$ cat src/isa_pkg.sv
package isa_pkg;

////////////////////////////////////////////////////////////
// Major opcodes
////////////////////////////////////////////////////////////

// Only the three major opcodes of the supported subset
typedef enum logic [6:0] {
        OPC_OP     = 7'b0110011,
        OPC_OP_IMM = 7'b0010011,
        OPC_LUI    = 7'b0110111
} opcode_e;

// ALU operations, PASS_B forwards operand B untouched (LUI)
typedef enum logic [3:0] {
        ALU_ADD,
        ALU_SUB,
        ALU_AND,
        ALU_OR,
        ALU_XOR,
        ALU_SLL,
        ALU_SRL,
        ALU_SLT,
        ALU_PASS_B
} alu_op_e;

////////////////////////////////////////////////////////////
// Function codes
////////////////////////////////////////////////////////////

localparam logic [2:0] F3_ADD_SUB = 3'b000;
localparam logic [2:0] F3_SLL     = 3'b001;
localparam logic [2:0] F3_SLT     = 3'b010;
localparam logic [2:0] F3_XOR     = 3'b100;
localparam logic [2:0] F3_SRL     = 3'b101;
localparam logic [2:0] F3_OR      = 3'b110;
localparam logic [2:0] F3_AND     = 3'b111;

// Base funct7, and the alternate one (SUB, SRA)
localparam logic [6:0] F7_BASE = 7'b0000000;
localparam logic [6:0] F7_ALT  = 7'b0100000;

////////////////////////////////////////////////////////////
// Field positions
////////////////////////////////////////////////////////////

localparam int OPC_LSB = 0;
localparam int OPC_MSB = 6;
localparam int RD_LSB  = 7;
localparam int RD_MSB  = 11;
localparam int F3_LSB  = 12;
localparam int F3_MSB  = 14;
localparam int RS1_LSB = 15;
localparam int RS1_MSB = 19;
localparam int RS2_LSB = 20;
localparam int RS2_MSB = 24;
localparam int F7_LSB  = 25;
localparam int F7_MSB  = 31;

// Immediate fields, both run up to bit 31
localparam int IMM_I_LSB = 20;
localparam int IMM_U_LSB = 12;

endpackage

$ cat src/pipe_pkg.sv
package pipe_pkg;

// Datapath width
localparam int XLEN = 32;

// One data or instruction word
typedef logic [XLEN-1:0] word_t;

// Register file size and index
localparam int NUM_REGS = 32;
typedef logic [4:0] reg_idx_t;

// Shift amount bits taken from operand B
localparam int SHAMT_W = 5;

// Operand source in execute
typedef enum logic {
        FROM_REGFILE,
        FROM_WB
} fwd_sel_e;

endpackage

$ cat src/core_top.sv
`timescale 1ns/1ps

module core_top #(
        parameter int IMEM_AW = 6
) (
        input  logic                 clk,
        input  logic                 i_rst_n,
        input  logic                 i_prog_we,
        input  logic [IMEM_AW-1:0]   i_prog_addr,
        input  pipe_pkg::word_t      i_prog_data,
        input  logic                 i_run,
        output logic                 o_retire_valid,
        output pipe_pkg::reg_idx_t   o_retire_rd,
        output pipe_pkg::word_t      o_retire_data,
        output logic                 o_halted
);

import isa_pkg::*;
import pipe_pkg::*;

////////////////////////////////////////////////////////////
// Fetch
////////////////////////////////////////////////////////////

logic [IMEM_AW-1:0] pc;
logic               fetch_valid;
word_t              instr;
logic               halt;

fetch_unit #(
        .IMEM_AW(IMEM_AW)
) fetch_i (
        .clk(clk),
        .i_rst_n(i_rst_n),
        .i_run(i_run),
        .i_halt(halt),
        .o_pc(pc),
        .o_fetch_valid(fetch_valid),
        .o_halted(o_halted)
);

// Loaded while run is low, read by fetch while running
instr_mem #(
        .IMEM_AW(IMEM_AW)
) imem_i (
        .clk(clk),
        .i_we(i_prog_we),
        .i_waddr(i_prog_addr),
        .i_raddr(pc),
        .i_wdata(i_prog_data),
        .o_rdata(instr)
);

////////////////////////////////////////////////////////////
// Decode and register read
////////////////////////////////////////////////////////////

reg_idx_t rs1;
reg_idx_t rs2;
reg_idx_t rd;
word_t    imm;
alu_op_e  alu_op;
logic     use_imm;
logic     wr_en;
word_t    rdata1;
word_t    rdata2;

decoder dec_i (
        .i_instr(instr),
        .i_valid(fetch_valid),
        .o_rs1(rs1),
        .o_rs2(rs2),
        .o_rd(rd),
        .o_imm(imm),
        .o_alu_op(alu_op),
        .o_use_imm(use_imm),
        .o_wr_en(wr_en),
        .o_halt(halt)
);

// Write port fed back from the retire outputs
register_file rf_i (
        .clk(clk),
        .i_rst_n(i_rst_n),
        .i_we(o_retire_valid),
        .i_waddr(o_retire_rd),
        .i_raddr1(rs1),
        .i_raddr2(rs2),
        .i_wdata(o_retire_data),
        .o_rdata1(rdata1),
        .o_rdata2(rdata2)
);

////////////////////////////////////////////////////////////
// Execute and writeback
////////////////////////////////////////////////////////////

execute_stage ex_i (
        .clk(clk),
        .i_rst_n(i_rst_n),
        .i_rs1(rs1),
        .i_rs2(rs2),
        .i_rd(rd),
        .i_rdata1(rdata1),
        .i_rdata2(rdata2),
        .i_imm(imm),
        .i_alu_op(alu_op),
        .i_use_imm(use_imm),
        .i_wr_en(wr_en),
        .o_retire_valid(o_retire_valid),
        .o_retire_rd(o_retire_rd),
        .o_retire_data(o_retire_data)
);

endmodule

$ cat src/decoder.sv
`timescale 1ns/1ps

module decoder (
        input  pipe_pkg::word_t      i_instr,
        input  logic                 i_valid,
        output pipe_pkg::reg_idx_t   o_rs1,
        output pipe_pkg::reg_idx_t   o_rs2,
        output pipe_pkg::reg_idx_t   o_rd,
        output pipe_pkg::word_t      o_imm,
        output isa_pkg::alu_op_e     o_alu_op,
        output logic                 o_use_imm,
        output logic                 o_wr_en,
        output logic                 o_halt
);

import isa_pkg::*;
import pipe_pkg::*;

opcode_e    opcode;
logic [2:0] funct3;
logic [6:0] funct7;
logic       r_funct7_ok;

assign opcode = opcode_e'(i_instr[OPC_MSB:OPC_LSB]);
assign funct3 = i_instr[F3_MSB:F3_LSB];
assign funct7 = i_instr[F7_MSB:F7_LSB];

// Register indices straight from the word
assign o_rs1 = i_instr[RS1_MSB:RS1_LSB];
assign o_rs2 = i_instr[RS2_MSB:RS2_LSB];
assign o_rd  = i_instr[RD_MSB:RD_LSB];

// Alternate funct7 only legal for SUB, SRA is not supported
assign r_funct7_ok = (funct7 == F7_BASE) ||
                     ((funct7 == F7_ALT) && (funct3 == F3_ADD_SUB));

always_comb begin
        o_imm     = '0;
        o_alu_op  = ALU_ADD;
        o_use_imm = 1'b0;
        o_wr_en   = 1'b0;
        o_halt    = 1'b0;

        if (i_valid && (i_instr == '0)) begin
                // End of program
                o_halt = 1'b1;
        end else if (i_valid) begin
                case (opcode)
                        OPC_OP: begin
                                o_wr_en = r_funct7_ok;
                                case (funct3)
                                        F3_ADD_SUB: o_alu_op = (funct7 == F7_ALT) ? ALU_SUB : ALU_ADD;
                                        F3_SLL:     o_alu_op = ALU_SLL;
                                        F3_SLT:     o_alu_op = ALU_SLT;
                                        F3_XOR:     o_alu_op = ALU_XOR;
                                        F3_SRL:     o_alu_op = ALU_SRL;
                                        F3_OR:      o_alu_op = ALU_OR;
                                        F3_AND:     o_alu_op = ALU_AND;
                                        // SLTU not in the subset
                                        default:    o_wr_en  = 1'b0;
                                endcase
                        end
                        OPC_OP_IMM: begin
                                // Sign-extended 12-bit immediate
                                o_imm     = {{(XLEN - 12){i_instr[31]}}, i_instr[31:IMM_I_LSB]};
                                o_use_imm = 1'b1;
                                o_wr_en   = 1'b1;
                                case (funct3)
                                        F3_ADD_SUB: o_alu_op = ALU_ADD;
                                        F3_XOR:     o_alu_op = ALU_XOR;
                                        F3_OR:      o_alu_op = ALU_OR;
                                        F3_AND:     o_alu_op = ALU_AND;
                                        // Immediate shifts and SLTI not in the subset
                                        default:    o_wr_en  = 1'b0;
                                endcase
                        end
                        OPC_LUI: begin
                                // Upper 20 bits, zeros below
                                o_imm     = {i_instr[31:IMM_U_LSB], 12'b0};
                                o_alu_op  = ALU_PASS_B;
                                o_use_imm = 1'b1;
                                o_wr_en   = 1'b1;
                        end
                        default: begin
                                // Unknown word, no write and no retire
                                o_wr_en = 1'b0;
                        end
                endcase
        end
end

endmodule

$ cat src/execute_stage.sv
`timescale 1ns/1ps

module execute_stage (
        input  logic                 clk,
        input  logic                 i_rst_n,
        input  pipe_pkg::reg_idx_t   i_rs1,
        input  pipe_pkg::reg_idx_t   i_rs2,
        input  pipe_pkg::reg_idx_t   i_rd,
        input  pipe_pkg::word_t      i_rdata1,
        input  pipe_pkg::word_t      i_rdata2,
        input  pipe_pkg::word_t      i_imm,
        input  isa_pkg::alu_op_e     i_alu_op,
        input  logic                 i_use_imm,
        input  logic                 i_wr_en,
        output logic                 o_retire_valid,
        output pipe_pkg::reg_idx_t   o_retire_rd,
        output pipe_pkg::word_t      o_retire_data
);

import isa_pkg::*;
import pipe_pkg::*;

fwd_sel_e sel_a;
fwd_sel_e sel_b;
word_t    op_a;
word_t    rs2_val;
word_t    op_b;
word_t    alu_res;

////////////////////////////////////////////////////////////
// Forwarding
////////////////////////////////////////////////////////////

// Writeback register wins for a valid, nonzero matching rd
always_comb begin
        sel_a = FROM_REGFILE;
        sel_b = FROM_REGFILE;
        if (o_retire_valid && (o_retire_rd != '0)) begin
                if (o_retire_rd == i_rs1) begin
                        sel_a = FROM_WB;
                end
                if (o_retire_rd == i_rs2) begin
                        sel_b = FROM_WB;
                end
        end
end

assign op_a    = (sel_a == FROM_WB) ? o_retire_data : i_rdata1;
assign rs2_val = (sel_b == FROM_WB) ? o_retire_data : i_rdata2;

// Immediate replaces rs2 for I-type and LUI
assign op_b = i_use_imm ? i_imm : rs2_val;

////////////////////////////////////////////////////////////
// ALU
////////////////////////////////////////////////////////////

always_comb begin
        case (i_alu_op)
                ALU_ADD:    alu_res = op_a + op_b;
                ALU_SUB:    alu_res = op_a - op_b;
                ALU_AND:    alu_res = op_a & op_b;
                ALU_OR:     alu_res = op_a | op_b;
                ALU_XOR:    alu_res = op_a ^ op_b;
                // Shift by low five bits only
                ALU_SLL:    alu_res = op_a << op_b[SHAMT_W-1:0];
                ALU_SRL:    alu_res = op_a >> op_b[SHAMT_W-1:0];
                // Signed compare
                ALU_SLT:    alu_res = {{(XLEN - 1){1'b0}}, $signed(op_a) < $signed(op_b)};
                ALU_PASS_B: alu_res = op_b;
                default:    alu_res = '0;
        endcase
end

////////////////////////////////////////////////////////////
// Writeback register
////////////////////////////////////////////////////////////

// Valid bit, one retire per written instruction
always_ff @(posedge clk or negedge i_rst_n) begin
        if (!i_rst_n) begin
                o_retire_valid <= 1'b0;
        end else begin
                o_retire_valid <= i_wr_en;
        end
end

// Result and destination
always_ff @(posedge clk) begin
        o_retire_rd   <= i_rd;
        o_retire_data <= alu_res;
end

endmodule

$ cat src/fetch_unit.sv
`timescale 1ns/1ps

module fetch_unit #(
        parameter int IMEM_AW = 6
) (
        input  logic                 clk,
        input  logic                 i_rst_n,
        input  logic                 i_run,
        input  logic                 i_halt,
        output logic [IMEM_AW-1:0]   o_pc,
        output logic                 o_fetch_valid,
        output logic                 o_halted
);

// Fetch control states
typedef enum logic [1:0] {
        ST_IDLE,
        ST_FETCH,
        ST_HALTED
} fetch_state_e;

fetch_state_e state;
logic         fetching;

// Fetching this cycle, a halt in decode stops it at once
assign fetching = (state == ST_FETCH) && !i_halt;

assign o_halted = (state == ST_HALTED);

always_ff @(posedge clk or negedge i_rst_n) begin
        if (!i_rst_n) begin
                state         <= ST_IDLE;
                o_pc          <= '0;
                o_fetch_valid <= 1'b0;
        end else if (!i_run) begin
                // Run dropped, back to idle at address 0
                state         <= ST_IDLE;
                o_pc          <= '0;
                o_fetch_valid <= 1'b0;
        end else begin
                // Word read this edge is valid only while fetching
                o_fetch_valid <= fetching;
                if (fetching) begin
                        o_pc <= o_pc + 1'b1;
                end
                case (state)
                        ST_IDLE: begin
                                state <= ST_FETCH;
                        end
                        ST_FETCH: begin
                                if (i_halt) begin
                                        state <= ST_HALTED;
                                end
                        end
                        default: begin
                                // Halted until run drops
                                state <= ST_HALTED;
                        end
                endcase
        end
end

endmodule

$ cat src/instr_mem.sv
`timescale 1ns/1ps

module instr_mem #(
        parameter int IMEM_AW = 6
) (
        input  logic                 clk,
        input  logic                 i_we,
        input  logic [IMEM_AW-1:0]   i_waddr,
        input  logic [IMEM_AW-1:0]   i_raddr,
        input  pipe_pkg::word_t      i_wdata,
        output pipe_pkg::word_t      o_rdata
);

import pipe_pkg::*;

localparam int DEPTH = 2 ** IMEM_AW;

// Program storage
word_t mem [DEPTH];

// Load port write
always_ff @(posedge clk) begin
        if (i_we) begin
                mem[i_waddr] <= i_wdata;
        end
end

// Synchronous read, word valid one cycle after the address
always_ff @(posedge clk) begin
        o_rdata <= mem[i_raddr];
end

endmodule

$ cat src/register_file.sv
`timescale 1ns/1ps

module register_file (
        input  logic                 clk,
        input  logic                 i_rst_n,
        input  logic                 i_we,
        input  pipe_pkg::reg_idx_t   i_waddr,
        input  pipe_pkg::reg_idx_t   i_raddr1,
        input  pipe_pkg::reg_idx_t   i_raddr2,
        input  pipe_pkg::word_t      i_wdata,
        output pipe_pkg::word_t      o_rdata1,
        output pipe_pkg::word_t      o_rdata2
);

import pipe_pkg::*;

// Architectural registers
word_t regs [NUM_REGS];

// Single write port, x0 never written
always_ff @(posedge clk or negedge i_rst_n) begin
        if (!i_rst_n) begin
                for (int i = 0; i < NUM_REGS; i++) begin
                        regs[i] <= '0;
                end
        end else if (i_we && (i_waddr != '0)) begin
                regs[i_waddr] <= i_wdata;
        end
end

// Combinational reads
// x0 forced to zero on both ports
assign o_rdata1 = (i_raddr1 == '0) ? '0 : regs[i_raddr1];
assign o_rdata2 = (i_raddr2 == '0) ? '0 : regs[i_raddr2];

endmodule

$ cat config.mk
export PLATFORM = sky130hd
export DESIGN_NAME = core_top
export DESIGN_NICKNAME = d
export VERILOG_FILES = /design/src/isa_pkg.sv /design/src/pipe_pkg.sv /design/src/core_top.sv /design/src/decoder.sv /design/src/execute_stage.sv /design/src/fetch_unit.sv /design/src/instr_mem.sv /design/src/register_file.sv
export SDC_FILE = /design/constraint.sdc
export NUM_CORES = 2
export LEC_CHECK = 0
export BUFFER_PORTS_ARGS = -buffer_cell sky130_fd_sc_hd__buf_2
export CORE_ASPECT_RATIO = 0.6
export CORE_MARGIN = 2
export CORE_UTILIZATION = 30
export CTS_BUF_LIST = sky130_fd_sc_hd__clkbuf_2
export CTS_CLUSTER_SIZE = 40
export DETAILED_ROUTE_END_ITERATION = 16
export HOLD_SLACK_MARGIN = 0.02
export PLACE_DENSITY_LB_ADDON = 0.2
export SLEW_MARGIN = 20
export SYNTH_ARGS = -nofsm -noshare
export SYNTH_HDL_FRONTEND = slang
export SYNTH_SLANG_ARGS = --single-unit
$ cat constraint.sdc
create_clock -name clk -period 18.45 [get_ports clk]
set_input_delay 3.69 -clock clk [delete_from_list [all_inputs] [get_ports clk]]
set_output_delay 3.69 -clock clk [all_outputs]
set_load 0.01 [all_outputs]
==> flow_metrics.tcl <==
set metrics [dict create \
    clk_pin_slew_ns 0.11 \
    clk_latency_ns 2.35 \
    grt-ovfl-total 0 \
    dieArea_mm2 0.486 \
    ioPinCount 81 \
    internal_power_uw 10100 \
    die_w_um 898 \
    drcViolationCount 0 \
    synth_cell_types 101 \
    ir_worst_vdd_mv 0.0612 \
    finalHoldViolations 0 \
    leakage_uw 0.0593 \
    tns_ns 0 \
    design_area_mm2 0.160 \
    final_common_cell "edfxtp_1" \
    status "completed" \
    p_comb_share_pct 16.7 \
    worst_pin_slew_ns 1.34 \
    grt_pass1_wl_um 739000 \
    place_congestion 0.956 \
    avgViaCountPerCell 5.62 \
    critPathLaunchType "register" \
    routed_wirelength_um 539000 \
    fin_nets 9447 \
    grt_pass1_vias 89700 \
    drv_cap 0 \
    rsz0062_at_grt "false" \
    required_ns 20.66 \
    final_cell_mix "2,048 x edfxtp_1, 1,134 x mux2_2, 1,100 x clkbuf_2" \
    port_buffers 80 \
    ctsResizeCount 0 \
    fin_crit_ns 9.73 \
    setup_ws_ns 8.72 \
    multiInputGateArea_mm2 0.0528 \
    cp_max_fo 61 \
    fp.dieH_um 541 \
    grt_use_total_pct 21.5 \
    utilization_pct 33.4 \
    dp_slack_ns 9.02 \
    end_kind "register" \
    synthesis.instances 8855 \
    pwr-share-clk_pct 31.8 \
    p_switching_uw 4840 \
    timing.slew.headroom_pct 9.78 \
    total_power_uw 14900 \
    synth_seq_cells 3151 \
    drt_iter0_drc 11700 \
    rows 197 \
    clockRootBuffer "clkbuf_2" \
    hpwl_um 325000 \
    num-fill-cells 46400 \
    synth-edff-count 2048 \
    detail-route-antenna-nets 0 \
    arrival_ns 11.94 \
    crit_chain "buf_4 -> buf_4 -> buf_4 -> buf_4 -> mux4_2 -> mux4_2 -> a22oi_1 -> a21oi_1 -> a21oi_1 -> inv_1 -> ha_1 -> nand4_1 -> o31a_1 -> o41ai_1 -> a21oi_1 -> a21oi_1 -> o21ai_0 -> a2bb2oi_1 -> or4b_1" \
    async_flop_share_pct 32.8 \
    area_delta_synth_final_pct 11.0 \
    seqCellArea_mm2 0.0888 \
    fin_crit_sh_pct 52.7 \
    setup_violations 0 \
    power_density_mw_per_mm2 93.4 \
    slew_violations 0 \
    max_freq_mhz 103 \
    netSwitchingFraction_pct 32.4 \
    firstDrtPassIters 6 \
    drive_above_1_share_pct 39.0 \
    initial_core_util_pct 30.1 \
    syn-num-nets 8997 \
    cts_hold_buf 0 \
    wl_per_cell_um 33.3 \
    seq_area_frac_synth_pct 61.6 \
    cpPeakStageDelay_ns 0.92 \
    ys_warn_count 0 \
    clockBufferDepth 4 \
    place_area_mm2 0.153 \
    grt_max_degree 153 \
    power_frac_seq_pct 51.6 \
    cts_tree "yes" \
    cp.buffers_inverters 5 \
    cts_sinks 3151 \
    crit_slowest_cell "dfxtp_4" \
    min_path_type "register to register" \
    syn_area_mm2 0.144 \
    dr_total_vias 91100 \
    synth_area_per_cell_um2 16.3 \
    skew_ns 0.164 \
    postCtsSetupBuffers 0 \
    numCtsBuffers 759 \
    htreeDepth 6 \
    antenna_found_initial 78 \
    cp_top_family "compound AO/OA/AOI/OAI gates" \
    ys.flop_type "edfxtp_1" \
    criticalPathCategory "register to register" \
    coreArea_mm2 0.479 \
]
[synthesized netlist by cell type, types with 17 or more instances]
cell type | instances | area (µm²)
and2_1 | 19 | 119
dfxtp_1 | 69 | 1380
o211ai_1 | 27 | 203
nor2b_1 | 23 | 144
a21oi_1 | 403 | 2020
a31oi_1 | 24 | 150
o31ai_1 | 21 | 158
o22ai_1 | 209 | 1310
edfxtp_1 | 2048 | 61500
a21o_1 | 20 | 150
mux2i_1 | 458 | 4580
clkbuf_1 | 479 | 1800
o21bai_1 | 17 | 128
nor2_1 | 277 | 1040
o221ai_1 | 151 | 1320
nand2_1 | 337 | 1260
a211o_1 | 31 | 272
ha_1 | 98 | 1230
nand3_1 | 62 | 310
a22oi_1 | 25 | 188
dfrtp_1 | 1034 | 25900
o21ai_0 | 215 | 1080
buf_4 | 17 | 128
nand4_1 | 17 | 106
a211oi_1 | 47 | 353
buf_1 | 131 | 492
inv_1 | 101 | 379
mux2_2 | 1134 | 12800
mux4_2 | 889 | 20000
nand2b_1 | 22 | 138
a221oi_1 | 24 | 210
nor3_1 | 56 | 280
buf_2 | 86 | 430
[area by class of cell]
class / instances / area share [%]
diodes: 32 / 0.0501
flip-flops and latches: 3151 / 55.6
inverters: 106 / 0.251
clock buffers: 1100 / 3.44
multi-input cells: 4870 / 33.0
clock inverters: 175 / 0.711
well taps: 6368 / 4.99
repair buffers: 417 / 1.96
[routing by layer]
metal | vias up | track usage, % | part of all wire [%]
li1 | 36600 | - | -
met1 | 49000 | 34.2 | 48
met2 | 4738 | 28.4 | 39
met3 | 801 | 6.01 | 10
met4 | 26 | 5.18 | 2.3
met5 | - | 0 | 0.028
[worst paths after layout]
kind	from	end	slack [ns]	cells after the start
min reg2reg	imem_i.o_rdata[7]	ex_i.o_retire_rd[0]	0.34	0
max	imem_i.o_rdata[21]	ex_i.o_retire_data[28]	8.72	19
min in group asynchronous	i_rst_n	rf_i.regs[57]	1.34	1
max reg2reg	imem_i.o_rdata[21]	ex_i.o_retire_data[28]	8.72	19
max in group asynchronous	i_rst_n	rf_i.regs[964]	13.26	5
min	imem_i.o_rdata[7]	ex_i.o_retire_rd[0]	0.34	0
[cells by family (layout without fill, tap and decap cells)]
logic type / after synthesis / count (layout) / synth area share (%)
buffers and inverters: 834 / 1798 / 2.37
adders and majority gates: 100 / 100 / 0.879
and+or+nand+nor: 910 / 910 / 2.85
muxes: 2483 / 2483 / 26.0
AOI/OAI and AO/OA: 1351 / 1351 / 6.12
other: 0 / 32 / 0
xor gates and xnor gates: 26 / 26 / 0.158
DFF: 3151 / 3151 / 61.6
[per-stage QoR]
stage                     cells  hold slack [ns]
after global placement    14900            0.335
after global routing      16200            0.384
final                     16200            0.342
after floorplan            8855            0.331
after detailed placement  14900            0.353
after CTS                 16200            0.376
[worst register-to-register path, cell delays in order (launching register included)]
cell and delay (ns):
dfxtp_4 0.92, buf_4 0.95, buf_4 0.81, buf_4 0.69, buf_4 0.63, mux4_2 0.40
mux4_2 0.54, a22oi_1 0.53, a21oi_1 0.30, a21oi_1 0.57, inv_1 0.11, ha_1 0.44
nand4_1 0.25, o31a_1 0.40, o41ai_1 0.85, a21oi_1 0.17, a21oi_1 0.35, o21ai_0 0.14
a2bb2oi_1 0.17, or4b_1 0.51
[state kept, by name, indices dropped and copies added, names as in the netlist]
| signal | count |
|---|---|
| fetch_i.o_fetch_valid | 1 |
| imem_i.mem | 2048 |
| ex_i.o_retire_data | 32 |
| imem_i.o_rdata | 32 |
| ex_i.o_retire_valid | 1 |
| ex_i.o_retire_rd | 5 |
| rf_i.regs | 1024 |
| fetch_i.state | 2 |
| fetch_i.o_pc | 6 |
[power groups by stage]
stage / registers [µW] / logic, µW / clock network (µW)
final: 7700 / 2490 / 4740
after global routing: 7710 / 2590 / 5240
after CTS: 7700 / 2430 / 4910
after detailed placement: 7860 / 2430 / 0
after global placement: 7850 / 2420 / 0
after floorplan: 7810 / 1310 / 0
Power figures use the tool's default switching activity.
